`config.mk`:
```
export PLATFORM = sky130hd
export DESIGN_NAME = dmaController
export DESIGN_NICKNAME = d
export VERILOG_FILES = /design/src/rtl/dmaBusPkg.sv /design/src/rtl/dmaRegPkg.sv /design/src/rtl/dmaDatapath.sv /design/src/rtl/dmaPriority.sv /design/src/rtl/dmaTimingControl.sv /design/src/rtl/dmaController.sv
export VERILOG_INCLUDE_DIRS = /design/src /design/src/rtl
export SDC_FILE = /design/constraint.sdc
export NUM_CORES = 1
export LEC_CHECK = 0
export BUFFER_PORTS_ARGS = -buffer_cell sky130_fd_sc_hd__buf_2
export CAP_MARGIN = 20
export CORE_MARGIN = 5
export CORE_UTILIZATION = 45
export DETAILED_ROUTE_END_ITERATION = 10
export GPL_ROUTABILITY_DRIVEN = 1
export SETUP_SLACK_MARGIN = 0.3
export SYNTH_ARGS = -nofsm -noshare
export SYNTH_HDL_FRONTEND = slang
export SYNTH_SLANG_ARGS = --single-unit
```
`constraint.sdc`:
```
create_clock -name cpuIf -period 4.7 [get_ports cpuIf]
set_input_delay 0.705 -clock cpuIf [delete_from_list [all_inputs] [get_ports cpuIf]]
set_output_delay 0.705 -clock cpuIf [all_outputs]
set_load 0.01 [all_outputs]
```
`src/rtl/dma_config.svh`:
```
`ifndef DMA_CONFIG_SVH
`define DMA_CONFIG_SVH

// number of request/acknowledge channel pairs
`define DMA_CHANNELS 4

// memory address and word count width
`define DMA_ADDR_WIDTH 16

// cpu data bus width, half of the address width
`define DMA_DATA_WIDTH 8

`endif

```
`src/rtl/dmaBusPkg.sv`:
```
package dmaBusPkg;

  // bus cycle run for each transfer, 8237 mode bits 3:2
  typedef enum logic [1:0]
  {
    typeVerify = 2'b00,
    typeWrite  = 2'b01,
    typeRead   = 2'b10
  } transferTypeE;

  // service mode, mode bits 7:6
  // demand and cascade are run like single
  typedef enum logic [1:0]
  {
    modeDemand  = 2'b00,
    modeSingle  = 2'b01,
    modeBlock   = 2'b10,
    modeCascade = 2'b11
  } transferModeE;

endpackage

```
`src/rtl/dmaRegPkg.sv`:
```
`include "dma_config.svh"

package dmaRegPkg;

  import dmaBusPkg::*;

  // per-channel mode, stored without the channel select bits
  typedef struct packed
  {
    transferModeE transferMode;
    logic         addrDecrement;
    logic         autoInit;
    transferTypeE transferType;
  } dmaModeT;

  typedef struct packed
  {
    logic [2:0] reservedHigh;
    logic       rotatingPriority;
    logic       reservedMid;
    logic       controllerDisable;
    logic [1:0] reservedLow;
  } dmaCommandT;

  // request bits live, terminal count bits sticky until read
  typedef struct packed
  {
    logic [`DMA_CHANNELS-1:0] request;
    logic [`DMA_CHANNELS-1:0] reachedTc;
  } dmaStatusT;

  typedef struct packed
  {
    dmaModeT    mode;
    logic [1:0] channel;
  } dmaModeWriteT;

  // byte on the data bus, raw or as a mode write
  typedef union packed
  {
    logic [`DMA_DATA_WIDTH-1:0] raw;
    dmaModeWriteT               modeWrite;
  } dmaWriteByteT;

endpackage

```
`src/rtl/dmaDatapath.sv`:
```
`timescale 1ns/1ps
`include "dma_config.svh"

module dmaDatapath
  import dmaRegPkg::*;
(
  input  logic                                cpuIf,
  input  logic                                rstN,
  input  logic                                csN,
  input  logic                                iorN,
  input  logic                                iowN,
  input  logic [3:0]                          addrLow,
  input  logic [`DMA_DATA_WIDTH-1:0]          dbIn,
  output logic [`DMA_DATA_WIDTH-1:0]          dbOut,
  output logic                                dbOutEn,
  input  logic [`DMA_CHANNELS-1:0]            dreq,
  input  logic                                programEn,
  input  logic [$clog2(`DMA_CHANNELS)-1:0]    svcChannel,
  input  logic                                svcUpdate,
  output dmaCommandT                          commandReg,
  output dmaModeT                             svcMode,
  output logic [`DMA_ADDR_WIDTH-1:0]          memAddr,
  output logic                                tcNow
);

  localparam int chanW = $clog2(`DMA_CHANNELS);
  localparam int addrW = `DMA_ADDR_WIDTH;
  localparam int dataW = `DMA_DATA_WIDTH;

  logic [addrW-1:0] baseAddr  [`DMA_CHANNELS];
  logic [addrW-1:0] curAddr   [`DMA_CHANNELS];
  logic [addrW-1:0] baseCount [`DMA_CHANNELS];
  logic [addrW-1:0] curCount  [`DMA_CHANNELS];
  dmaModeT          modeReg   [`DMA_CHANNELS];

  logic [`DMA_CHANNELS-1:0] tcReached;
  logic                     byteFf;
  dmaWriteByteT             wrByte;
  dmaStatusT                statusNow;

  logic             access;
  logic             wrStb;
  logic             rdStb;
  logic             chanAccess;
  logic             cmdWr;
  logic             modeWr;
  logic             ffClr;
  logic             statusRd;
  logic [chanW-1:0] regChan;
  logic             countSel;
  logic [addrW-1:0] readWord;
  logic [dataW-1:0] readByte;

  // replace one byte lane of a 16-bit register
  function automatic logic [addrW-1:0] mergeByte(
    input logic [addrW-1:0] word,
    input logic [dataW-1:0] data,
    input logic             highByte
  );
    logic [addrW-1:0] result;
    result = word;
    if (highByte)
      result[addrW-1:dataW] = data;
    else
      result[dataW-1:0] = data;
    return result;
  endfunction

  // strobe decode, only one of ior/iow may be active
  assign access     = !csN && (iorN ^ iowN) && programEn;
  assign wrStb      = access && !iowN;
  assign rdStb      = access && !iorN;
  assign chanAccess = !addrLow[3];
  assign regChan    = addrLow[2:1];
  assign countSel   = addrLow[0];
  assign cmdWr      = wrStb && (addrLow == 4'd8);
  assign modeWr     = wrStb && (addrLow == 4'd11);
  assign ffClr      = wrStb && (addrLow == 4'd12);
  assign statusRd   = rdStb && (addrLow == 4'd8);

  assign wrByte.raw = dbIn;

  assign statusNow.request   = dreq;
  assign statusNow.reachedTc = tcReached;

  // serviced channel view for timing control and the address bus
  assign svcMode = modeReg[svcChannel];
  assign memAddr = curAddr[svcChannel];
  assign tcNow   = (curCount[svcChannel] == '0);

  // byte pointer, low byte first
  always_ff @(posedge cpuIf)
  begin
    if (!rstN || ffClr)
      byteFf <= 1'b0;
    else if (access && chanAccess)
      byteFf <= !byteFf;
  end

  always_ff @(posedge cpuIf)
  begin
    if (!rstN)
      commandReg <= '0;
    else if (cmdWr)
      commandReg <= dmaCommandT'(wrByte.raw);
  end

  // mode byte carries its own channel number
  always_ff @(posedge cpuIf)
  begin
    if (!rstN)
    begin
      for (int i = 0; i < `DMA_CHANNELS; i++)
        modeReg[i] <= '0;
    end
    else if (modeWr)
      modeReg[wrByte.modeWrite.channel] <= wrByte.modeWrite.mode;
  end

  // address and count registers, cpu writes or transfer stepping
  always_ff @(posedge cpuIf)
  begin
    if (!rstN)
    begin
      for (int i = 0; i < `DMA_CHANNELS; i++)
      begin
        baseAddr[i]  <= '0;
        curAddr[i]   <= '0;
        baseCount[i] <= '0;
        curCount[i]  <= '0;
      end
    end
    else if (wrStb && chanAccess)
    begin
      if (countSel)
      begin
        baseCount[regChan] <= mergeByte(baseCount[regChan], dbIn, byteFf);
        curCount[regChan]  <= mergeByte(curCount[regChan], dbIn, byteFf);
      end
      else
      begin
        baseAddr[regChan] <= mergeByte(baseAddr[regChan], dbIn, byteFf);
        curAddr[regChan]  <= mergeByte(curAddr[regChan], dbIn, byteFf);
      end
    end
    else if (svcUpdate)
    begin
      if (tcNow && svcMode.autoInit)
      begin
        curAddr[svcChannel]  <= baseAddr[svcChannel];
        curCount[svcChannel] <= baseCount[svcChannel];
      end
      else
      begin
        if (svcMode.addrDecrement)
          curAddr[svcChannel] <= curAddr[svcChannel] - 1'b1;
        else
          curAddr[svcChannel] <= curAddr[svcChannel] + 1'b1;
        // wraps to all ones after terminal count without auto-init
        curCount[svcChannel] <= curCount[svcChannel] - 1'b1;
      end
    end
  end

  // terminal count flags, cleared by a status read
  always_ff @(posedge cpuIf)
  begin
    if (!rstN)
      tcReached <= '0;
    else if (svcUpdate && tcNow)
      tcReached[svcChannel] <= 1'b1;
    else if (statusRd)
      tcReached <= '0;
  end

  // read-back byte select
  always_comb
  begin
    readWord = countSel ? curCount[regChan] : curAddr[regChan];
    if (chanAccess)
      readByte = byteFf ? readWord[addrW-1:dataW] : readWord[dataW-1:0];
    else if (addrLow == 4'd8)
      readByte = statusNow;
    else
      readByte = '0;
  end

  always_ff @(posedge cpuIf)
  begin
    if (!rstN)
      dbOutEn <= 1'b0;
    else
      dbOutEn <= rdStb;
  end

  always_ff @(posedge cpuIf)
  begin
    if (rdStb)
      dbOut <= readByte;
  end

endmodule

```
`src/rtl/dmaPriority.sv`:
```
`timescale 1ns/1ps
`include "dma_config.svh"

module dmaPriority
(
  input  logic                             cpuIf,
  input  logic                             rstN,
  input  logic [`DMA_CHANNELS-1:0]         dreq,
  input  logic                             rotatingPriority,
  input  logic                             svcUpdate,
  input  logic [$clog2(`DMA_CHANNELS)-1:0] svcChannel,
  output logic [`DMA_CHANNELS-1:0]         winner
);

  localparam int chanW = $clog2(`DMA_CHANNELS);

  logic [chanW-1:0] lastChannel;

  // starts at the top channel so rotation begins at channel 0
  always_ff @(posedge cpuIf)
  begin
    if (!rstN)
      lastChannel <= chanW'(`DMA_CHANNELS - 1);
    else if (svcUpdate)
      lastChannel <= svcChannel;
  end

  // scan from the highest priority channel, first pending one wins
  always_comb
  begin
    logic [chanW-1:0] startChannel;
    logic [chanW-1:0] idx;
    logic             found;
    startChannel = rotatingPriority ? chanW'(lastChannel + 1'b1) : '0;
    winner       = '0;
    found        = 1'b0;
    for (int k = 0; k < `DMA_CHANNELS; k++)
    begin
      idx = chanW'(startChannel + k);
      if (!found && dreq[idx])
      begin
        winner[idx] = 1'b1;
        found       = 1'b1;
      end
    end
  end

endmodule

```
`src/rtl/dmaTimingControl.sv`:
```
`timescale 1ns/1ps
`include "dma_config.svh"

module dmaTimingControl
  import dmaBusPkg::*, dmaRegPkg::*;
(
  input  logic                             cpuIf,
  input  logic                             rstN,
  input  logic [`DMA_CHANNELS-1:0]         dreq,
  input  logic                             hlda,
  input  dmaCommandT                       commandReg,
  input  dmaModeT                          svcMode,
  input  logic                             tcNow,
  input  logic [`DMA_CHANNELS-1:0]         winner,
  output logic                             hrq,
  output logic [`DMA_CHANNELS-1:0]         dack,
  output logic                             memrN,
  output logic                             memwN,
  output logic                             eopN,
  output logic                             programEn,
  output logic [$clog2(`DMA_CHANNELS)-1:0] svcChannel,
  output logic                             svcUpdate
);

  localparam int chanW = $clog2(`DMA_CHANNELS);

  typedef enum logic [2:0]
  {
    stIdle,
    stRequest,
    stS1,
    stS2,
    stS3
  } dmaStateT;

  dmaStateT         state;
  logic [chanW-1:0] channelReg;
  logic [chanW-1:0] winnerIdx;
  logic             inCycle;

  // one-hot winner to channel number
  always_comb
  begin
    winnerIdx = '0;
    for (int i = 0; i < `DMA_CHANNELS; i++)
    begin
      if (winner[i])
        winnerIdx = chanW'(i);
    end
  end

  always_ff @(posedge cpuIf)
  begin
    if (!rstN)
    begin
      state      <= stIdle;
      channelReg <= '0;
    end
    else
    begin
      case (state)
        stIdle:
          if ((|dreq) && !commandReg.controllerDisable)
            state <= stRequest;
        // hold hrq as long as the bus is not granted
        stRequest:
          if (hlda)
          begin
            if (|winner)
            begin
              channelReg <= winnerIdx;
              state      <= stS1;
            end
            else
              state <= stIdle;
          end
        stS1:
          state <= stS2;
        stS2:
          state <= stS3;
        stS3:
          if (svcMode.transferMode == modeBlock && !tcNow)
            state <= stS1;
          else
            state <= stIdle;
        default:
          state <= stIdle;
      endcase
    end
  end

  assign inCycle = (state == stS1) || (state == stS2) || (state == stS3);

  always_comb
  begin
    dack = '0;
    if (inCycle)
      dack[channelReg] = 1'b1;
  end

  assign hrq        = (state != stIdle);
  assign programEn  = (state == stIdle);
  assign svcChannel = channelReg;
  assign svcUpdate  = (state == stS3);

  // verify cycles run without a strobe
  assign memwN = !((state == stS2) && (svcMode.transferType == typeWrite));
  assign memrN = !((state == stS2) && (svcMode.transferType == typeRead));
  assign eopN  = !((state == stS3) && tcNow);

endmodule

```
`src/rtl/dmaController.sv`:
```
`timescale 1ns/1ps
`include "dma_config.svh"

module dmaController
  import dmaRegPkg::*;
(
  input  logic                        cpuIf,
  input  logic                        rstN,
  input  logic                        csN,
  input  logic                        iorN,
  input  logic                        iowN,
  input  logic [3:0]                  addrLow,
  input  logic [`DMA_DATA_WIDTH-1:0]  dbIn,
  output logic [`DMA_DATA_WIDTH-1:0]  dbOut,
  output logic                        dbOutEn,
  input  logic [`DMA_CHANNELS-1:0]    dreq,
  input  logic                        hlda,
  output logic                        hrq,
  output logic [`DMA_CHANNELS-1:0]    dack,
  output logic [`DMA_ADDR_WIDTH-1:0]  memAddr,
  output logic                        memrN,
  output logic                        memwN,
  output logic                        eopN
);

  dmaCommandT                       commandReg;
  dmaModeT                          svcMode;
  logic                             tcNow;
  logic [`DMA_CHANNELS-1:0]         winner;
  logic                             programEn;
  logic [$clog2(`DMA_CHANNELS)-1:0] svcChannel;
  logic                             svcUpdate;

  dmaDatapath dmaDatapath_i
  (
    .cpuIf      (cpuIf),
    .rstN       (rstN),
    .csN        (csN),
    .iorN       (iorN),
    .iowN       (iowN),
    .addrLow    (addrLow),
    .dbIn       (dbIn),
    .dbOut      (dbOut),
    .dbOutEn    (dbOutEn),
    .dreq       (dreq),
    .programEn  (programEn),
    .svcChannel (svcChannel),
    .svcUpdate  (svcUpdate),
    .commandReg (commandReg),
    .svcMode    (svcMode),
    .memAddr    (memAddr),
    .tcNow      (tcNow)
  );

  dmaPriority dmaPriority_i
  (
    .cpuIf            (cpuIf),
    .rstN             (rstN),
    .dreq             (dreq),
    .rotatingPriority (commandReg.rotatingPriority),
    .svcUpdate        (svcUpdate),
    .svcChannel       (svcChannel),
    .winner           (winner)
  );

  dmaTimingControl dmaTimingControl_i
  (
    .cpuIf      (cpuIf),
    .rstN       (rstN),
    .dreq       (dreq),
    .hlda       (hlda),
    .commandReg (commandReg),
    .svcMode    (svcMode),
    .tcNow      (tcNow),
    .winner     (winner),
    .hrq        (hrq),
    .dack       (dack),
    .memrN      (memrN),
    .memwN      (memwN),
    .eopN       (eopN),
    .programEn  (programEn),
    .svcChannel (svcChannel),
    .svcUpdate  (svcUpdate)
  );

endmodule

```
---- Word-level counts from Yosys, hierarchy flattened ----
Memory sizes are Yosys's and may differ from the RTL's. A register that Yosys moved wholly into a read port is not among the register bits.
Index checks and enable logic that the tools add are counted.
storage, ports and cells
  bits in registers ....................... 23
  bits in writable memories ............... 280
  bits of input ports ..................... 22
  output and inout port bits .............. 33
  word-level logic and storage cells ...... 256
  memories ................................ 5
memories
  name                     depth  width  rd ports  clocked after memory_dff  write ports  RTL line           RTL
  dmaDatapath_i.baseAddr   4      16     1         1                         4            dmaDatapath.sv:30  logic [addrW-1:0] baseAddr [`DMA_CHANNELS];
  dmaDatapath_i.baseCount  4      16     1         1                         4            dmaDatapath.sv:32  logic [addrW-1:0] baseCount [`DMA_CHANNELS];
  dmaDatapath_i.curAddr    4      16     2         1                         4            dmaDatapath.sv:31  logic [addrW-1:0] curAddr [`DMA_CHANNELS];
  dmaDatapath_i.curCount   4      16     2         1                         4            dmaDatapath.sv:33  logic [addrW-1:0] curCount [`DMA_CHANNELS];
  dmaDatapath_i.modeReg    4      6      1         1                         4            dmaDatapath.sv:34  dmaModeT modeReg [`DMA_CHANNELS];
operators by class
  $add $sub $neg .......................... 7
  $lt $le $gt $ge ......................... 10
  eq/ne operators ......................... 16
  multiplexer cells ....................... 141
  bitwise gates (word level) .............. 8
  reductions and logical operators ........ 60
operators by type and width
  operator                 count
  $mux W8                  35
  $mux W16                 10
  $reduce_or A16 Y1        6
  $mux W1                  52
  $mux W2                  24
  $sub A16 B1 Y16 const B  2
  $mux W4                  7
  $logic_and A1 B1 Y1      24
  $add A16 B1 Y16 const B  1
  $logic_not A16 Y1        1
  $ne A4 B4 Y1 const B     4
  $or A4 B4 Y4             4
  $lt A2 B3 Y1 const B     5
  $pmux W3 S5              1
  $logic_not A1 Y1         14
  $eq A4 B4 Y1 const B     3
  $demux W1 S2             5
  $ge A2 B1 Y1 const B     5
  $reduce_and A2 Y1        5
  $bmux W1 S2              4
  $reduce_or A4 Y1         2
  $eq A3 B2 Y1 const B     2
  $mux W3                  2
  $mux W6                  1
  16 further kinds         23

---- Longest topological paths before layout ----
Gate-level depths: netlist of the first run.
  depth after elaboration ................. 19
  gate-level depth with buffers ........... 14
  depth with buffers taken out ............ 9

---- Hierarchy ----
A second synthesis of the first run with hierarchy kept.
second synthesis, totals
  cell total of the unflattened synthesis .. 1,302
  area, all modules ....................... 16,508.3 µm²
modules (own cells, without submodules)
  module            times used  cells each  area an instance (µm²)
  dmaDatapath       1           1,203       15,697.6
  dmaPriority       1           57          442.9
  dmaTimingControl  1           42          367.9

---- Worst setup path after synthesis of the first run ----
Ideal clock, no wire load.
  kind .................................... register to register
  start ................................... register (tool-made name)
  end ..................................... memory dmaDatapath_i.curAddr[1][3] (netlist name), data pin
  library setup time ...................... 265 ps
  arrival time ............................ 3,108 ps
  required time ........................... 4,435 ps
  path slack .............................. 1,327 ps
  stages on the path, launching flop included .. 15
  path buffers ............................ 5
  clock period less this slack ............ 3,373 ps
  cells stage by stage .................... dfxtp_1 buf_6 buf_8 buf_4 buf_4 mux4_2 inv_1 ha_1 nand2b_1 nor4_4 nand2_1 buf_2 mux2_4 a21oi_2 nor2_1
RTL lines
  item              RTL line
  end: declaration  dmaDatapath.sv:31

==> impl_results.md, run 1 <==
- Status: completed
- Synth top area share: 54.3%
- Reg power frac: 49.7%
- Synth Area in Simple Gates: 14.2%
- Gate count of the mapped netlist: 1271
- Worst reg2reg path depth: 8
- Post-synth ARST share: 0%
- Final wirelength: 45300 µm
- CTS tree: built
- CTS Sinks: 305
- Clock power share: 41.9%
- Kind of critical path: reg -> out
- Clock period minus worst slack: 4.09 ns
- Ranking of synthesized cells by area: edfxtp_1 54%, mux4_2 15%, nor2_1 5.2%
- Via count: 10895
- Skew-Pair Late Insertion Delay: 0.52 ns
- All-Layer GR Usage: 22.9%
- Worst Tran Pin Value: 1.03 ns
- Critical path data arrival time: 3.38 ns
- Num CTS Buffers: 35
- Hold Crit Depth: 2
- Initial drt markers: 1193
- Compound-Gate Fraction of Synth Area: 6.59%
- Top FF cell, synth: edfxtp_1
- Hold EP: dmaDatapath_i.commandReg[2]
- Class of the worst hold path: reg -> reg
- Clk_skew: 0.0169 ns
- DRC: 0
- CTS Buffer Depth: 3
- I/O Pins: 55
- Fraction of layout cells with a size suffix above 1: 20.4%
- Fmax achieved: 0.245 GHz
- Main combinational cell family by area after synthesis: multiplexers
- P_sw: 1.45 mW
- Place WS: 0.742 ns
- Number of synthesized flops with an enable pin: 288
- Sw Share: 23.3%
- Adder-cell share of the synthesized area: 0.235%
- Core area: 0.0353 mm²
- Post-CTS Setup Repair Bufs: 0
- Number of global-route vias before repair: 10757
- Post-route insts no fill: 1800
- Number of routed nets with antenna violations: 0
- DIE HEIGHT: 198 µm
- RSZ-0062 raised after global routing: false
- Most frequent cells in the layout: 288 x edfxtp_1, 219 x nor2_1, 105 x mux4_2, 105 x nand2_1, 72 x inv_1
- Post_cts resized: 0
- Pwr Total: 6.26 mW
- Final hold vios: 0
- PD cells: 351 mW/mm²
- Post-layout nets: 1339
- # H-tree levels: 2
- Mean Syn Cell Area: 12.5 µm²
- Hold WS: 0.461 ns
- Grt total ovfl: 0
- Yosys warns: 0
- Yosys top cell by area: edfxtp_1
- Via density: 6.05
- WL per Instance: 25.1 µm
- Sum of negative setup slack: 0 ns
- Req. time, crit path: 3.99 ns
- Mux share of post-synthesis cell area: 17.3%
- Initial DRT Pass Iterations: 6
- Global-route wire length before repair: 67200 µm
- Most common cell after layout, fill and taps aside: edfxtp_1
- Power share of the combinational group: 8.4%
- Slew Viols, Final: 0
- Post-synthesis cell type count: 74
- Post-Syn Nets: 1296
- Initial antenna violation count: 1
- Post-Synth XOR/XNOR Area: 1.43%
- Worst Setup Start Kind: flop
- CP endpoint kind: output port
- Final setup vio count: 0
- Synth Cell Area: 0.0159 mm²
- Lkg Pwr: 6.34 nW
- Row cnt: 69
- Internal power: 4.80 mW
- PnR worst setup slack: 0.615 ns
- Pin count of the biggest net entering global routing: 47
- Placer Congestion: 0.907
- Die footprint: 0.0393 mm²
- Cells after DPL: 1738
- Reg-to-Reg End: dmaDatapath_i.curCount[2][3]
- Seq/Total Area, Yosys: 56.4%
- Hold buffer count at CTS: 0
- Fill cells: 3082
- CTS root buf: clkbuf_16
- Initial Util: 45.1%
- Number of port buffers: 54
- Hpwl dp: 31700 µm
- Register-to-register setup slack: 0.77 ns
- HP Start: dmaDatapath_i.commandReg[2]
- Clock slew at reported path FFs: 0.06 ns
- Fin crit share: 86.9%
- Max_cap viols: 0
- FF+latch count, synth: 305
- CP max FO: 33
- Maximum vdd drop: 0.255 mV
- Layout area overhead: 11.9%
- Worst slew margin: 31.5%
- Die W: 198 µm
-- logic make-up after synthesis --
kind of cell,count (synthesis)
and+or+nand+nor,486
adders and majority gates,3
AOI/OAI and AO/OA,158
buffers and inverters,154
xor gates and xnor gates,26
DFF,305
muxes,139
-- final cells by class --
type / instances / area [µm²] / share of cell area (%)
clock buffer: 43 / 947 / 5.31
timing repair buffer: 88 / 551 / 3.09
multi-input combinational: 812 / 6350 / 35.6
tap: 461 / 577 / 3.23
inverter: 72 / 270 / 1.51
antenna: 1 / 2.50 / 0.0140
sequential: 305 / 9000 / 50.4
clock inverter: 18 / 150 / 0.842
-- power by group through the flow --
| stage | sequential, mW | clock (mW) | combinational [mW] |
|---|---|---|---|
| detailed placement | 3.17 | 0 | 0.519 |
| CTS | 3.11 | 2.65 | 0.521 |
| global route | 3.12 | 2.78 | 0.555 |
| global placement | 3.16 | 0 | 0.517 |
| floorplan | 3.14 | 0 | 0.350 |
| finish | 3.11 | 2.62 | 0.524 |
-- synth_stat cells, drive strengths merged, types with 4 or more instances --
library cell  number
nand2b            22
nand3b             4
mux2               7
nand3             25
o21ai             36
o22ai             25
clkbuf            53
o211ai             4
nor2b             12
nor3b              7
xor2               8
o31ai              4
or3                9
inv               72
xnor2             18
dfxtp             17
buf               29
and3               9
nand4              4
a31oi              8
edfxtp           288
mux4             107
nor4              11
nand2            106
mux2i             25
o22a               5
a32oi              6
a21oi             36
or2                5
and2              24
nor3              16
nor2             221
-- worst max path at each step --
stage                     from                      endpoint  slack [ns]
final                     flop                          eopN        0.61
after global routing      flop                          eopN        0.40
after CTS                 flop                          eopN        0.56
after detailed placement  flop  dmaDatapath_i.curCount[2][3]        0.74
after global placement    flop  dmaDatapath_i.curCount[2][3]        0.82
after floorplan           flop   dmaDatapath_i.curAddr[1][3]        1.33
-- sequential cells by signal, summed over array words and instances, names as in the netlist, named ones only --
register and count:
dmaDatapath_i.modeReg 24, dmaDatapath_i.commandReg 2, dmaDatapath_i.baseCount 64, dmaDatapath_i.curCount 64
dmaDatapath_i.baseAddr 64, dmaDatapath_i.tcReached 4, dmaDatapath_i.curAddr 64, dmaDatapath_i.dbOutEn 1
dmaTimingControl_i.state 3, dmaPriority_i.lastChannel 2, dmaDatapath_i.byteFf 1, dmaTimingControl_i.svcChannel 2
dmaDatapath_i.dbOut 8
-- metal layers --
layer	vias up	wire length (µm)	GRT usage (%)
li1	4843	-	-
met1	5434	18900	32.7
met2	520	21100	35.7
met3	98	3700	3.69
met4	0	1600	8.42
met5	-	0	0
-- worst max-delay path, stage by stage, from the launching register on --
cell and delay (ns):
dfxtp_4 0.53, buf_12 0.32, mux4_2 0.61, or4_1 0.50, nor4_4 0.43, nand3_1 0.22
buf_2 0.25
-- metrics by stage --
stage,utilization (%),instance area [µm²]
5_1_grt,50.5,17800
4_1_cts,50.5,17800
3_5_place_dp,47.4,16700
6_report,50.5,17800
2_1_floorplan,-,15900
3_3_place_gp,47.4,16700
Note: power is estimated with default switching activity, not from simulation.
==> run 2, diff against run 1 <==
REMOVE_ABC_BUFFERS = 1   (was not set)
==> impl_results.md, run 2 (synthesized netlist as in run 1, its figures left out) <==
- Num CTS Buffers: 35 (unchanged)
- Fmax achieved: 0.238 GHz (-2.7%)
- Initial DRT Pass Iterations: 5 (-1)
- DIE HEIGHT: 198 µm (unchanged)
- Kind of critical path: reg -> out
- Final wirelength: 46900 µm (+3.5%)
- Req. time, crit path: 3.99 ns (about the same)
- Fill cells: 3077 (-0.16%)
- Most common cell after layout, fill and taps aside: edfxtp_1
- Worst reg2reg path depth: 7 (-1)
- Slew Viols, Final: 0 (unchanged)
- Cells after DPL: 1742 (+0.23%)
- All-Layer GR Usage: 23.7% (+0.81 points)
- CTS Buffer Depth: 3 (unchanged)
- Worst Setup Start Kind: flop
- Skew-Pair Late Insertion Delay: 0.53 ns (about the same)
- Fin crit share: 89.3% (+2.4 points)
- Class of the worst hold path: reg -> reg
- Via count: 10983 (+0.81%)
- Hold Crit Depth: 1 (-1)
- Placer Congestion: 0.901 (-0.65%)
- Design Area, Final: 0.0179 mm² (about the same)
- Fraction of layout cells with a size suffix above 1: 20.6% (+0.22 points)
- Pin count of the biggest net entering global routing: 33 (-30%)
- CTS Sinks: 305 (unchanged)
- DRC: 0 (unchanged)
- Critical path data arrival time: 3.49 ns (+0.11 ns)
- Final hold vios: 0 (unchanged)
- Fin util: 50.6% (about the same)
- Via density: 6.08 (+0.53%)
- Post-layout nets: 1345 (+0.45%)
- Initial antenna violation count: 1 (unchanged)
- Number of routed nets with antenna violations: 0 (unchanged)
- Number of global-route vias before repair: 10782 (+0.23%)
- # H-tree levels: 2 (unchanged)
- Hold buffer count at CTS: 0 (unchanged)
- CTS root buf: clkbuf_16
- Worst slew margin: 23.0% (-8.5 points)
- Most frequent cells in the layout: 288 x edfxtp_1, 219 x nor2_1, 105 x mux4_2, 105 x nand2_1, 72 x inv_1
- Status: completed
- Clock period minus worst slack: 4.20 ns (+0.112 ns)
- Row cnt: 69 (unchanged)
- CP endpoint kind: output port
- CTS tree: built
- Dpl cell area: 0.0167 mm² (about the same)
- Number of port buffers: 54 (unchanged)
- Global-route wire length before repair: 69300 µm (+3.2%)
- Grt total ovfl: 0 (unchanged)
- I/O Pins: 55 (unchanged)
- Core area: 0.0353 mm² (unchanged)
- Max_cap viols: 0 (unchanged)
- Hpwl dp: 32500 µm (+2.5%)
- Clock slew at reported path FFs: 0.06 ns (about the same)
- Post-route insts no fill: 1805 (+0.28%)
- WL per Instance: 26.0 µm (+3.3%)
- Pwr Total: 6.20 mW (-0.85%)
- Die footprint: 0.0393 mm² (unchanged)
- CP max FO: 17 (-48%)
- Layout area overhead: 12.0% (about the same)
- Clk_skew: 0.0303 ns (+0.0134 ns)
- Die W: 198 µm (unchanged)
- Final setup vio count: 0 (unchanged)
- RSZ-0062 raised after global routing: false
- Maximum vdd drop: 0.233 mV (-8.4%)
- PD cells: 347 mW/mm² (-0.94%)
- Initial drt markers: 1146 (-3.9%)
- Lkg Pwr: 6.36 nW (+0.18%)
- Worst Tran Pin Value: 1.15 ns (+0.127 ns)
- Initial Util: 45.1% (unchanged)
- HP Start: dmaDatapath_i.commandReg[2]
run 2: path summary, 6_finish.rpt:
kind | endpoint | slack (ns)
hold reg to reg | dmaTimingControl_i.state[0] | 0.45
setup reg to reg | dmaDatapath_i.curAddr[1][10] | 0.70
setup / recovery | eopN | 0.50
hold / removal | dmaTimingControl_i.state[0] | 0.45
run 2: stage by stage:
stage	hold slack [ns]	worst slack (ns)	TNS [ns]
finish	0.450	0.502	0
global route	0.493	0.316	0
CTS	0.453	0.403	0
detailed placement	0.446	0.435	0
global placement	0.442	0.511	0
floorplan	0.426	-1.20	-132.31
run 2: routing by layer:
layer	GRT usage [%]	vias up	share of wire, %
met5	0	-	0
met4	8.29	0	3.9
met3	4.76	96	8.5
met2	38.2	534	47
met1	32.3	5499	40
li1	-	4854	-
run 2: final cells by class:
class                           count  area [µm²]  area share, %
Sequential cell                   305        9000           50.4
Clock inverter                     21         158          0.883
Antenna cell                        1        2.50         0.0140
Tap cell                          461         577           3.23
Clock buffer                       39         891           4.99
Inverter                           72         270           1.51
Multi-Input combinational cell    812        6350           35.5
Timing Repair Buffer               94         614           3.44
run 2: timing repair:
| action | CTS | global route |
|---|---|---|
| setup endpoints to repair | 1 | 1 |
| endpoints found under the hold margin | 0 | 0 |
| gates cloned | 0 | 0 |
| buffers inserted | 1 | 1 |
| resized for setup | 0 | 1 |
run 2: worst max-delay path, stage by stage (launching register included):
cell and delay [ns]:
dfxtp_4 0.59, mux4_1 0.68, or4_1 0.71, nor4_4 0.40
nand3_1 0.33, buf_2 0.27
run 2: power breakdown:
| group | internal (mW) | switching (mW) |
|---|---|---|
| logic | 0.201 | 0.336 |
| clock network | 1.47 | 1.08 |
| registers | 3.06 | 0.0480 |
| total | 4.73 | 1.47 |
